**src/source/isa_pkg.sv**
```systemverilog
`default_nettype none

package isa_pkg;

	localparam int XLEN     = 32;  // Data path width
	localparam int NUM_REGS = 16;  // Architectural registers

	typedef logic [$clog2(NUM_REGS)-1:0] reg_idx_t;

	// MUL keeps only the low word of the product
	// SLT yields 1 or 0 from a signed compare
	typedef enum logic [2:0] {
		OP_ADD = 3'd0,
		OP_SUB = 3'd1,
		OP_AND = 3'd2,
		OP_OR  = 3'd3,
		OP_XOR = 3'd4,
		OP_SLT = 3'd5,
		OP_MUL = 3'd6
	} opcode_t;

	// Decoded instruction at the dispatch port
	typedef struct packed {
		opcode_t         op;
		reg_idx_t        rd;       // Destination
		reg_idx_t        rs1;
		reg_idx_t        rs2;
		logic            use_imm;  // Imm stands in for rs2
		logic [XLEN-1:0] imm;
	} instr_t;

endpackage

`default_nettype wire

```
**src/source/core_pkg.sv**
```systemverilog
`default_nettype none

package core_pkg;

	localparam int ROB_SIZE = 8;  // Power of two so pointers wrap freely

	typedef logic [$clog2(ROB_SIZE)-1:0] rob_tag_t;

	// Source operand as seen by the station
	typedef struct packed {
		logic                     ready;
		rob_tag_t                 tag;    // Producer while not ready
		logic [isa_pkg::XLEN-1:0] value;
	} operand_t;

	// Station to functional unit
	typedef struct packed {
		isa_pkg::opcode_t         op;
		rob_tag_t                 tag;
		logic [isa_pkg::XLEN-1:0] a;
		logic [isa_pkg::XLEN-1:0] b;
	} issue_t;

	// Common data bus beat, also used for unit requests
	typedef struct packed {
		logic                     valid;
		rob_tag_t                 tag;
		logic [isa_pkg::XLEN-1:0] value;
	} cdb_t;

	// ROB answer to an operand query
	typedef struct packed {
		logic                     hit;    // Entry already done
		logic [isa_pkg::XLEN-1:0] value;
	} rob_lookup_t;

endpackage

`default_nettype wire

```
**src/source/alu_unit.sv**
```systemverilog
`default_nettype none

module alu_unit (
	input  wire                   clock,
	input  wire                   reset,
	input  wire core_pkg::issue_t issue,
	input  wire                   issue_valid,
	input  wire                   grant,
	output logic                  busy,
	output core_pkg::cdb_t        request
);
	import isa_pkg::*;

	logic [XLEN-1:0] result;

	always_comb begin
		case (issue.op)
			OP_ADD:  result = issue.a + issue.b;
			OP_SUB:  result = issue.a - issue.b;
			OP_AND:  result = issue.a & issue.b;
			OP_OR:   result = issue.a | issue.b;
			OP_XOR:  result = issue.a ^ issue.b;
			OP_SLT:  result = XLEN'($signed(issue.a) < $signed(issue.b));
			default: result = '0;  // MUL goes to the multiplier
		endcase
	end

	// Free again in the cycle the bus takes the held result
	assign busy = request.valid && !grant;

	always_ff @(posedge clock) begin
		if (reset) begin
			request <= '0;
		end else if (issue_valid) begin
			request <= '{valid: 1'b1, tag: issue.tag, value: result};
		end else if (grant) begin
			request.valid <= 1'b0;
		end
	end

endmodule

`default_nettype wire

```
**src/source/cdb_arbiter.sv**
```systemverilog
`default_nettype none

module cdb_arbiter (
	input  wire                 clock,
	input  wire                 reset,
	input  wire core_pkg::cdb_t alu_request,
	input  wire core_pkg::cdb_t mul_request,
	output logic                alu_grant,
	output logic                mul_grant,
	output core_pkg::cdb_t      cdb
);

	logic mul_first;  // Round-robin pointer

	assign alu_grant = alu_request.valid && (!mul_request.valid || !mul_first);
	assign mul_grant = mul_request.valid && (!alu_request.valid || mul_first);

	always_comb begin
		if (alu_grant)
			cdb = alu_request;
		else if (mul_grant)
			cdb = mul_request;
		else
			cdb = '0;  // Idle bus
	end

	// Flip only on a real conflict so the loser wins next time
	always_ff @(posedge clock) begin
		if (reset)
			mul_first <= 1'b0;
		else if (alu_request.valid && mul_request.valid)
			mul_first <= !mul_first;
	end

endmodule

`default_nettype wire

```
**src/source/multiplier_unit.sv**
```systemverilog
`default_nettype none

module multiplier_unit #(
	parameter int MUL_STAGES = 3
) (
	input  wire                   clock,
	input  wire                   reset,
	input  wire core_pkg::issue_t issue,
	input  wire                   issue_valid,
	input  wire                   grant,
	output logic                  busy,
	output core_pkg::cdb_t        request
);
	import isa_pkg::*;
	import core_pkg::*;

	localparam int CHUNK = (XLEN + MUL_STAGES - 1) / MUL_STAGES;  // Multiplier bits per stage

	typedef struct packed {
		logic            valid;
		rob_tag_t        tag;
		logic [XLEN-1:0] a;    // Multiplicand lined up with the next chunk
		logic [XLEN-1:0] b;    // Multiplier bits not yet consumed
		logic [XLEN-1:0] acc;  // Partial product so far
	} stage_t;

	stage_t pipe [MUL_STAGES];

	// Fold one chunk of b into the product
	function automatic stage_t step(stage_t s);
		stage_t n;
		n     = s;
		n.acc = s.acc + s.a * XLEN'(s.b[CHUNK-1:0]);
		n.a   = s.a << CHUNK;
		n.b   = s.b >> CHUNK;
		return n;
	endfunction

	// Whole pipe freezes behind an ungranted result
	assign busy = pipe[MUL_STAGES-1].valid && !grant;

	assign request = '{
		valid: pipe[MUL_STAGES-1].valid,
		tag:   pipe[MUL_STAGES-1].tag,
		value: pipe[MUL_STAGES-1].acc
	};

	always_ff @(posedge clock) begin
		if (reset) begin
			for (int i = 0; i < MUL_STAGES; i++)
				pipe[i] <= '0;
		end else if (!busy) begin
			pipe[0] <= step('{valid: issue_valid, tag: issue.tag, a: issue.a, b: issue.b,
				acc: '0});
			for (int i = 1; i < MUL_STAGES; i++)
				pipe[i] <= step(pipe[i-1]);
		end
	end

endmodule

`default_nettype wire

```
**src/source/ooo_core.sv**
```systemverilog
`default_nettype none

module ooo_core #(
	parameter int RS_DEPTH   = 4,
	parameter int MUL_STAGES = 3
) (
	input  wire                       clock,
	input  wire                       reset,
	input  wire                       in_valid,
	input  wire isa_pkg::instr_t      in_instr,
	output logic                      dispatch_ready,
	output logic                      commit_valid,
	output isa_pkg::reg_idx_t         commit_reg,
	output logic [isa_pkg::XLEN-1:0]  commit_value
);
	import isa_pkg::*;
	import core_pkg::*;

	logic            dispatch_en;
	logic            rob_full;
	logic            rs_full;
	rob_tag_t        tail_tag;
	operand_t        op1;
	operand_t        op2;
	operand_t        op_b;          // rs2 or immediate
	rob_lookup_t     look_a;
	rob_lookup_t     look_b;
	cdb_t            cdb;
	issue_t          alu_issue;
	issue_t          mul_issue;
	logic            alu_issue_valid;
	logic            mul_issue_valid;
	logic            alu_busy;
	logic            mul_busy;
	cdb_t            alu_request;
	cdb_t            mul_request;
	logic            alu_grant;
	logic            mul_grant;
	logic            retire_en;
	reg_idx_t        retire_reg;
	rob_tag_t        retire_tag;
	logic [XLEN-1:0] retire_value;

	////////////////////////////////////////////////////////////////////////////
	// Dispatch
	////////////////////////////////////////////////////////////////////////////

	assign dispatch_ready = !rob_full && !rs_full;
	assign dispatch_en    = in_valid && dispatch_ready;
	assign op_b           = in_instr.use_imm ? '{ready: 1'b1, tag: '0, value: in_instr.imm} : op2;

	rename_table rename_table_0 (
		.clock        (clock),
		.reset        (reset),
		.src1         (in_instr.rs1),
		.src2         (in_instr.rs2),
		.op1          (op1),
		.op2          (op2),
		.alloc_en     (dispatch_en),
		.alloc_reg    (in_instr.rd),
		.alloc_tag    (tail_tag),
		.retire_en    (retire_en),
		.retire_reg   (retire_reg),
		.retire_tag   (retire_tag),
		.retire_value (retire_value)
	);

	reservation_station #(.RS_DEPTH(RS_DEPTH)) reservation_station_0 (
		.clock           (clock),
		.reset           (reset),
		.disp_en         (dispatch_en),
		.disp_op         (in_instr.op),
		.disp_tag        (tail_tag),
		.disp_a          (op1),
		.disp_b          (op_b),
		.look_a          (look_a),
		.look_b          (look_b),
		.cdb             (cdb),
		.full            (rs_full),
		.alu_busy        (alu_busy),
		.mul_busy        (mul_busy),
		.alu_issue       (alu_issue),
		.mul_issue       (mul_issue),
		.alu_issue_valid (alu_issue_valid),
		.mul_issue_valid (mul_issue_valid)
	);

	////////////////////////////////////////////////////////////////////////////
	// Execute and broadcast
	////////////////////////////////////////////////////////////////////////////

	alu_unit alu_unit_0 (
		.clock       (clock),
		.reset       (reset),
		.issue       (alu_issue),
		.issue_valid (alu_issue_valid),
		.grant       (alu_grant),
		.busy        (alu_busy),
		.request     (alu_request)
	);

	multiplier_unit #(.MUL_STAGES(MUL_STAGES)) multiplier_unit_0 (
		.clock       (clock),
		.reset       (reset),
		.issue       (mul_issue),
		.issue_valid (mul_issue_valid),
		.grant       (mul_grant),
		.busy        (mul_busy),
		.request     (mul_request)
	);

	cdb_arbiter cdb_arbiter_0 (
		.clock       (clock),
		.reset       (reset),
		.alu_request (alu_request),
		.mul_request (mul_request),
		.alu_grant   (alu_grant),
		.mul_grant   (mul_grant),
		.cdb         (cdb)
	);

	// Queries use the rename tags even when the operand is already settled
	reorder_buffer reorder_buffer_0 (
		.clock        (clock),
		.reset        (reset),
		.alloc_en     (dispatch_en),
		.alloc_reg    (in_instr.rd),
		.tail_tag     (tail_tag),
		.full         (rob_full),
		.query_a      (op1.tag),
		.query_b      (op2.tag),
		.look_a       (look_a),
		.look_b       (look_b),
		.cdb          (cdb),
		.retire_en    (retire_en),
		.retire_reg   (retire_reg),
		.retire_tag   (retire_tag),
		.retire_value (retire_value),
		.commit_valid (commit_valid),
		.commit_reg   (commit_reg),
		.commit_value (commit_value)
	);

endmodule

`default_nettype wire

```
**src/source/rename_table.sv**
```systemverilog
`default_nettype none

module rename_table (
	input  wire                       clock,
	input  wire                       reset,
	input  wire isa_pkg::reg_idx_t    src1,
	input  wire isa_pkg::reg_idx_t    src2,
	output core_pkg::operand_t        op1,
	output core_pkg::operand_t        op2,
	input  wire                       alloc_en,
	input  wire isa_pkg::reg_idx_t    alloc_reg,
	input  wire core_pkg::rob_tag_t   alloc_tag,
	input  wire                       retire_en,
	input  wire isa_pkg::reg_idx_t    retire_reg,
	input  wire core_pkg::rob_tag_t   retire_tag,
	input  wire [isa_pkg::XLEN-1:0]   retire_value
);
	import isa_pkg::*;
	import core_pkg::*;

	logic [XLEN-1:0] regs [NUM_REGS];     // Architectural state
	logic            pending [NUM_REGS];  // Producer still in flight
	rob_tag_t        owner [NUM_REGS];    // Youngest producer tag

	// Value when settled, else the tag to wait on
	assign op1 = '{ready: !pending[src1], tag: owner[src1], value: regs[src1]};
	assign op2 = '{ready: !pending[src2], tag: owner[src2], value: regs[src2]};

	always_ff @(posedge clock) begin
		if (reset) begin
			for (int i = 0; i < NUM_REGS; i++) begin
				regs[i]    <= '0;
				pending[i] <= 1'b0;
				owner[i]   <= '0;
			end
		end else begin
			if (retire_en) begin
				regs[retire_reg] <= retire_value;
				// Only drop the mapping if no younger writer took it over
				if (owner[retire_reg] == retire_tag)
					pending[retire_reg] <= 1'b0;
			end
			if (alloc_en) begin  // Comes last so it beats the clear
				pending[alloc_reg] <= 1'b1;
				owner[alloc_reg]   <= alloc_tag;
			end
		end
	end

endmodule

`default_nettype wire

```
**src/source/reorder_buffer.sv**
```systemverilog
`default_nettype none

module reorder_buffer (
	input  wire                       clock,
	input  wire                       reset,
	input  wire                       alloc_en,
	input  wire isa_pkg::reg_idx_t    alloc_reg,
	output core_pkg::rob_tag_t        tail_tag,
	output logic                      full,
	input  wire core_pkg::rob_tag_t   query_a,
	input  wire core_pkg::rob_tag_t   query_b,
	output core_pkg::rob_lookup_t     look_a,
	output core_pkg::rob_lookup_t     look_b,
	input  wire core_pkg::cdb_t       cdb,
	output logic                      retire_en,
	output isa_pkg::reg_idx_t         retire_reg,
	output core_pkg::rob_tag_t        retire_tag,
	output logic [isa_pkg::XLEN-1:0]  retire_value,
	output logic                      commit_valid,
	output isa_pkg::reg_idx_t         commit_reg,
	output logic [isa_pkg::XLEN-1:0]  commit_value
);
	import isa_pkg::*;
	import core_pkg::*;

	localparam int COUNT_W = $clog2(ROB_SIZE + 1);

	reg_idx_t            dest [ROB_SIZE];    // Destination register per entry
	logic [XLEN-1:0]     result [ROB_SIZE];  // Value from the bus
	logic [ROB_SIZE-1:0] done;
	rob_tag_t            head;               // Oldest entry
	rob_tag_t            tail;               // Next to allocate
	logic [COUNT_W-1:0]  count;

	assign tail_tag = tail;
	assign full     = count == COUNT_W'(ROB_SIZE);

	// Done implies live since the bit clears on retire and on allocation
	assign look_a = '{hit: done[query_a], value: result[query_a]};
	assign look_b = '{hit: done[query_b], value: result[query_b]};

	////////////////////////////////////////////////////////////////////////////
	// In-order retire
	////////////////////////////////////////////////////////////////////////////

	assign retire_en    = count != '0 && done[head];
	assign retire_reg   = dest[head];
	assign retire_tag   = head;
	assign retire_value = result[head];

	always_ff @(posedge clock) begin
		if (reset) begin
			head         <= '0;
			tail         <= '0;
			count        <= '0;
			done         <= '0;
			commit_valid <= 1'b0;
			commit_reg   <= '0;
			commit_value <= '0;
		end else begin
			if (retire_en) begin
				done[head] <= 1'b0;
				head       <= head + 1'b1;
			end
			if (alloc_en) begin
				done[tail] <= 1'b0;  // Fresh entry waits for its result
				tail       <= tail + 1'b1;
			end
			if (cdb.valid)
				done[cdb.tag] <= 1'b1;
			count        <= count + COUNT_W'(alloc_en) - COUNT_W'(retire_en);
			commit_valid <= retire_en;  // Reported one edge after retire
			commit_reg   <= retire_reg;
			commit_value <= retire_value;
		end
	end

	// Entry payload
	always_ff @(posedge clock) begin
		if (alloc_en)
			dest[tail] <= alloc_reg;
		if (cdb.valid)
			result[cdb.tag] <= cdb.value;
	end

endmodule

`default_nettype wire

```
**src/source/reservation_station.sv**
```systemverilog
`default_nettype none

module reservation_station #(
	parameter int RS_DEPTH = 4
) (
	input  wire                        clock,
	input  wire                        reset,
	input  wire                        disp_en,
	input  wire isa_pkg::opcode_t      disp_op,
	input  wire core_pkg::rob_tag_t    disp_tag,
	input  wire core_pkg::operand_t    disp_a,
	input  wire core_pkg::operand_t    disp_b,
	input  wire core_pkg::rob_lookup_t look_a,
	input  wire core_pkg::rob_lookup_t look_b,
	input  wire core_pkg::cdb_t        cdb,
	output logic                       full,
	input  wire                        alu_busy,
	input  wire                        mul_busy,
	output core_pkg::issue_t           alu_issue,
	output core_pkg::issue_t           mul_issue,
	output logic                       alu_issue_valid,
	output logic                       mul_issue_valid
);
	import isa_pkg::*;
	import core_pkg::*;

	localparam int IDX_W = (RS_DEPTH > 1) ? $clog2(RS_DEPTH) : 1;

	typedef struct packed {
		logic             valid;
		opcode_t          op;
		rob_tag_t         tag;   // Destination ROB entry
		operand_t         a;
		operand_t         b;
		logic [IDX_W-1:0] age;   // Number of younger live entries
	} rs_entry_t;

	rs_entry_t        entries [RS_DEPTH];
	logic [IDX_W-1:0] next_age [RS_DEPTH];
	logic [IDX_W-1:0] free_idx;
	logic [IDX_W-1:0] alu_idx;
	logic [IDX_W-1:0] mul_idx;
	logic             free_found;
	logic             alu_found;
	logic             mul_found;

	// Pick up a matching bus result
	function automatic operand_t wake(operand_t op, cdb_t bus);
		operand_t res;
		res = op;
		if (!op.ready && bus.valid && bus.tag == op.tag) begin
			res.ready = 1'b1;
			res.value = bus.value;
		end
		return res;
	endfunction

	// Dispatch path checks the ROB first and then the live bus
	function automatic operand_t resolve(operand_t op, rob_lookup_t look, cdb_t bus);
		operand_t res;
		res = op;
		if (!op.ready && look.hit) begin
			res.ready = 1'b1;
			res.value = look.value;
		end
		return wake(res, bus);
	endfunction

	function automatic issue_t to_issue(rs_entry_t e);
		return '{op: e.op, tag: e.tag, a: e.a.value, b: e.b.value};
	endfunction

	////////////////////////////////////////////////////////////////////////////
	// Free slot and oldest-ready select
	////////////////////////////////////////////////////////////////////////////

	always_comb begin
		free_found = 1'b0;
		free_idx   = '0;
		alu_found  = 1'b0;
		alu_idx    = '0;
		mul_found  = 1'b0;
		mul_idx    = '0;
		for (int i = RS_DEPTH - 1; i >= 0; i--) begin
			if (!entries[i].valid) begin  // Lowest index ends up chosen
				free_found = 1'b1;
				free_idx   = IDX_W'(i);
			end
		end
		for (int i = 0; i < RS_DEPTH; i++) begin
			if (entries[i].valid && entries[i].a.ready && entries[i].b.ready) begin
				if (entries[i].op == OP_MUL) begin
					if (!mul_found || entries[i].age > entries[mul_idx].age) begin
						mul_found = 1'b1;
						mul_idx   = IDX_W'(i);
					end
				end else if (!alu_found || entries[i].age > entries[alu_idx].age) begin
					alu_found = 1'b1;
					alu_idx   = IDX_W'(i);
				end
			end
		end
	end

	assign full            = !free_found;
	assign alu_issue_valid = alu_found && !alu_busy;  // One-cycle strobe
	assign mul_issue_valid = mul_found && !mul_busy;
	assign alu_issue       = to_issue(entries[alu_idx]);
	assign mul_issue       = to_issue(entries[mul_idx]);

	// Ages step up on dispatch and close the gap left by an issued younger entry
	always_comb begin
		for (int i = 0; i < RS_DEPTH; i++) begin
			next_age[i] = entries[i].age + IDX_W'(disp_en);
			if (alu_issue_valid && entries[i].age > entries[alu_idx].age)
				next_age[i] = next_age[i] - 1'b1;
			if (mul_issue_valid && entries[i].age > entries[mul_idx].age)
				next_age[i] = next_age[i] - 1'b1;
		end
	end

	////////////////////////////////////////////////////////////////////////////
	// Entry update
	////////////////////////////////////////////////////////////////////////////

	always_ff @(posedge clock) begin
		if (reset) begin
			for (int i = 0; i < RS_DEPTH; i++)
				entries[i] <= '0;
		end else begin
			for (int i = 0; i < RS_DEPTH; i++) begin
				entries[i].a   <= wake(entries[i].a, cdb);  // Snoop the bus
				entries[i].b   <= wake(entries[i].b, cdb);
				entries[i].age <= next_age[i];
			end
			if (alu_issue_valid)
				entries[alu_idx].valid <= 1'b0;
			if (mul_issue_valid)
				entries[mul_idx].valid <= 1'b0;
			if (disp_en) begin  // Newest entry starts at age zero
				entries[free_idx] <= '{
					valid: 1'b1,
					op:    disp_op,
					tag:   disp_tag,
					a:     resolve(disp_a, look_a, cdb),
					b:     resolve(disp_b, look_b, cdb),
					age:   '0
				};
			end
		end
	end

endmodule

`default_nettype wire

```
**config.mk**
```make
export PLATFORM = sky130hd
export DESIGN_NAME = ooo_core
export DESIGN_NICKNAME = d
export VERILOG_FILES = /design/src/source/isa_pkg.sv /design/src/source/core_pkg.sv /design/src/source/alu_unit.sv /design/src/source/cdb_arbiter.sv /design/src/source/multiplier_unit.sv /design/src/source/ooo_core.sv /design/src/source/rename_table.sv /design/src/source/reorder_buffer.sv /design/src/source/reservation_station.sv
export SDC_FILE = /design/constraint.sdc
export NUM_CORES = 2
export LEC_CHECK = 0
export ABC_CLOCK_PERIOD_IN_PS = 11350
export CORE_ASPECT_RATIO = 0.9
export CORE_MARGIN = 8
export CORE_UTILIZATION = 60
export CTS_CLUSTER_DIAMETER = 80
export DETAILED_ROUTE_END_ITERATION = 10
export DONT_BUFFER_PORTS = 1
export GPL_TIMING_DRIVEN = 0
export PLACE_DENSITY = 0.76
export REMOVE_ABC_BUFFERS = 1
export SETUP_SLACK_MARGIN = 0.15
export SYNTH_ARGS = -nofsm -noshare
export SYNTH_HDL_FRONTEND = slang
export SYNTH_HIERARCHICAL = 1
export SYNTH_SLANG_ARGS = --single-unit
```
**constraint.sdc**
```tcl
create_clock -name clock -period 11.35 [get_ports clock]
set_input_delay 0.5675 -clock clock [delete_from_list [all_inputs] [get_ports clock]]
set_output_delay 0.5675 -clock clock [all_outputs]
set_load 0.01 [all_outputs]
```
==> metrics.yaml <==
cts_tree: "yes"
timing.slew.headroom_pct: 6.386
finClkSkew_ns: 0.05666
finalCriticalPeriod_ns: 10.81
setup_viol: 0
cp.arrival_ns: 11.31
fin_cells: 9844
vdd_drop_max_mv: 0.1528
cp_common_cell: "fa_1"
crit_slowest_cell: "fa_1"
p_per_area_nw_per_um2: 158.6
grt-ovfl-total: 0
htreeDepth: 4
drc: 0
grt_pass1_wl_um: 440300
drt_iter0_drc: 10144
io_pins: 89
status: "completed"
vias_per_cell: 7.003
finalMaxSlewViolations: 0
antenna_left: 0
yosysWarnings: 6
p_leak_uw: 0.04013
num_vias: 68933
netlist_instances: 7922
grt_pass1_vias: 69269
post-route-util_pct: 65.49
largest_reg_flops: 512
track_usage_pct: 33.42
clock.fmax_mhz: 92.50
cts.root.buffer_cell: "clkbuf_16"
layout-drive-gt1-share_pct: 16.87
rsz0062_at_grt: "false"
drt_pass1_iterations: 9
start_util_pct: 60.20
cts_sinks: 1453
rows: 140
port_buffers: 0
slowest_delay_ns: 0.53
core_sq_um: 161300
syn2layout_area_growth_pct: 8.791
fin_ws_ns: 0.5387
place_ws_ns: -1.090
start_kind: "flop"
cp.required_ns: 11.85
finalCritPeriodShare_pct: 95.25
syn_avg_cell_area_sq_um: 12.26
nets: 8259
drt-total-wl_um: 298100
antenna_found_initial: 25
cts_buffers: 150
grt_max_degree: 145
wire_per_inst_um: 30.28
regMostFlops: "rename_table_0/regs"
r2r_slack_ns: 0.54
insertion_delay_ns: 0.83
cp-end-kind: "flop"
routabilityCongestion: 0.9652
die-area_sq_um: 175000
die_h_um: 397.7
dieWidth_um: 440.1
top_regs: "rename_table_0/regs x512, reservation_station_0/entries x324, reorder_buffer_0/result x256"
cap_violations: 0
hold_violations: 0
clkTransAtPathRegs_ns: 0.06
crit_type: "flop to flop"
synth_area_sq_um: 97120
cts_max_path_buffers: 3
worstMarginPinSlew_ns: 1.404
crit_path_max_fanout: 30
hold_class: "input pin to flop"
place_inst: 9528
dp_hpwl_um: 197100
-- power breakdown --
part	switching [uW]	total (uW)	internal, uW	leakage [uW]
Clock	2230	5060	2840	0.00246
Sequential	243	6450	6200	0.0147
Combinational	3160	5250	2090	0.0230
Total	5630	16800	11100	0.0401
-- cell usage in the layout, fill, tap and decap left out, drive strengths merged, types with 31 or more instances in the layout --
cell	instances
nand2	597
o21ai	130
nor3	76
a31oi	42
clkbuf	191
nand3	182
xnor2	99
ha	249
a21oi	369
nor2	319
a32o	37
edfxtp	1322
buf	161
mux2	150
a211oi	40
a22o	265
inv	597
a21o	31
and2	925
a221o	140
dfxtp	131
mux4	568
nand2b	38
clkinv	65
xor2	58
nor2b	83
mux2i	96
fa	392
-- final cells by class --
type | instances | area, sq um
Fill cell | 11201 | 55670
Multi-Input combinational cell | 5203 | 50190
Sequential cell | 1453 | 42330
Clock buffer | 191 | 4050
Timing Repair Buffer | 170 | 3203
Tap cell | 2130 | 2665
Inverter | 589 | 2213
Clock inverter | 87 | 959.7
Antenna cell | 21 | 52.55
-- worst max-delay path, delay by kind of cell (launching register included) --
family                   cells  cell delay (ns)
flip-flops                   1             0.45
AND/OR/NAND/NOR              7             0.98
buffers and inverters        9             1.26
XOR/XNOR                     1             0.33
multiplexers                 1             0.23
adder cells (fa/ha/maj)      9             3.80
AO/OA/AOI/OAI               14             3.38
-- through the flow --
stage | instance area (sq um) | hold slack, ns | power, uW | setup TNS [ns]
floorplan | 93980 | 0.4254 | 10040 | -1275.91
global placement | 96650 | 0.4432 | 11390 | -
detailed placement | 100200 | 0.4501 | 11620 | -12.98
CTS | 105600 | 0.001144 | 16680 | 0
global route | 105600 | 0.03715 | 17450 | 0
finish | 105700 | 0.06277 | 16760 | 0
-- final timing paths --
kind	from	endpoint	cells after the start
max reg2reg	reservation_station_0/entries[0][1]	multiplier_unit_0/pipe[0][29]	41
min reg2reg	alu_unit_0/request[20]	alu_unit_0/request[20]	2
max	reservation_station_0/entries[0][1]	multiplier_unit_0/pipe[0][29]	41
min	in_instr[42]	rename_table_0/pending[0]	3
-- repair_timing --
action | CTS | global route
endpoints found under the hold margin | 116 | 0
hold buffers | 10 | 0
pin swaps | 2 | 3
setup buffers | 1 | 5
gates cloned | 1 | 0
gates resized for setup | 39 | 2
endpoints found under the setup margin | 22 | 13
-- routing by layer --
layer | GRT usage, % | part of all wire [%]
met5 | 0 | 0.015
met4 | 17.28 | 5.8
met3 | 7.656 | 12
met2 | 53.55 | 47
met1 | 42.89 | 35
Note: power is estimated with default switching activity, not from simulation.
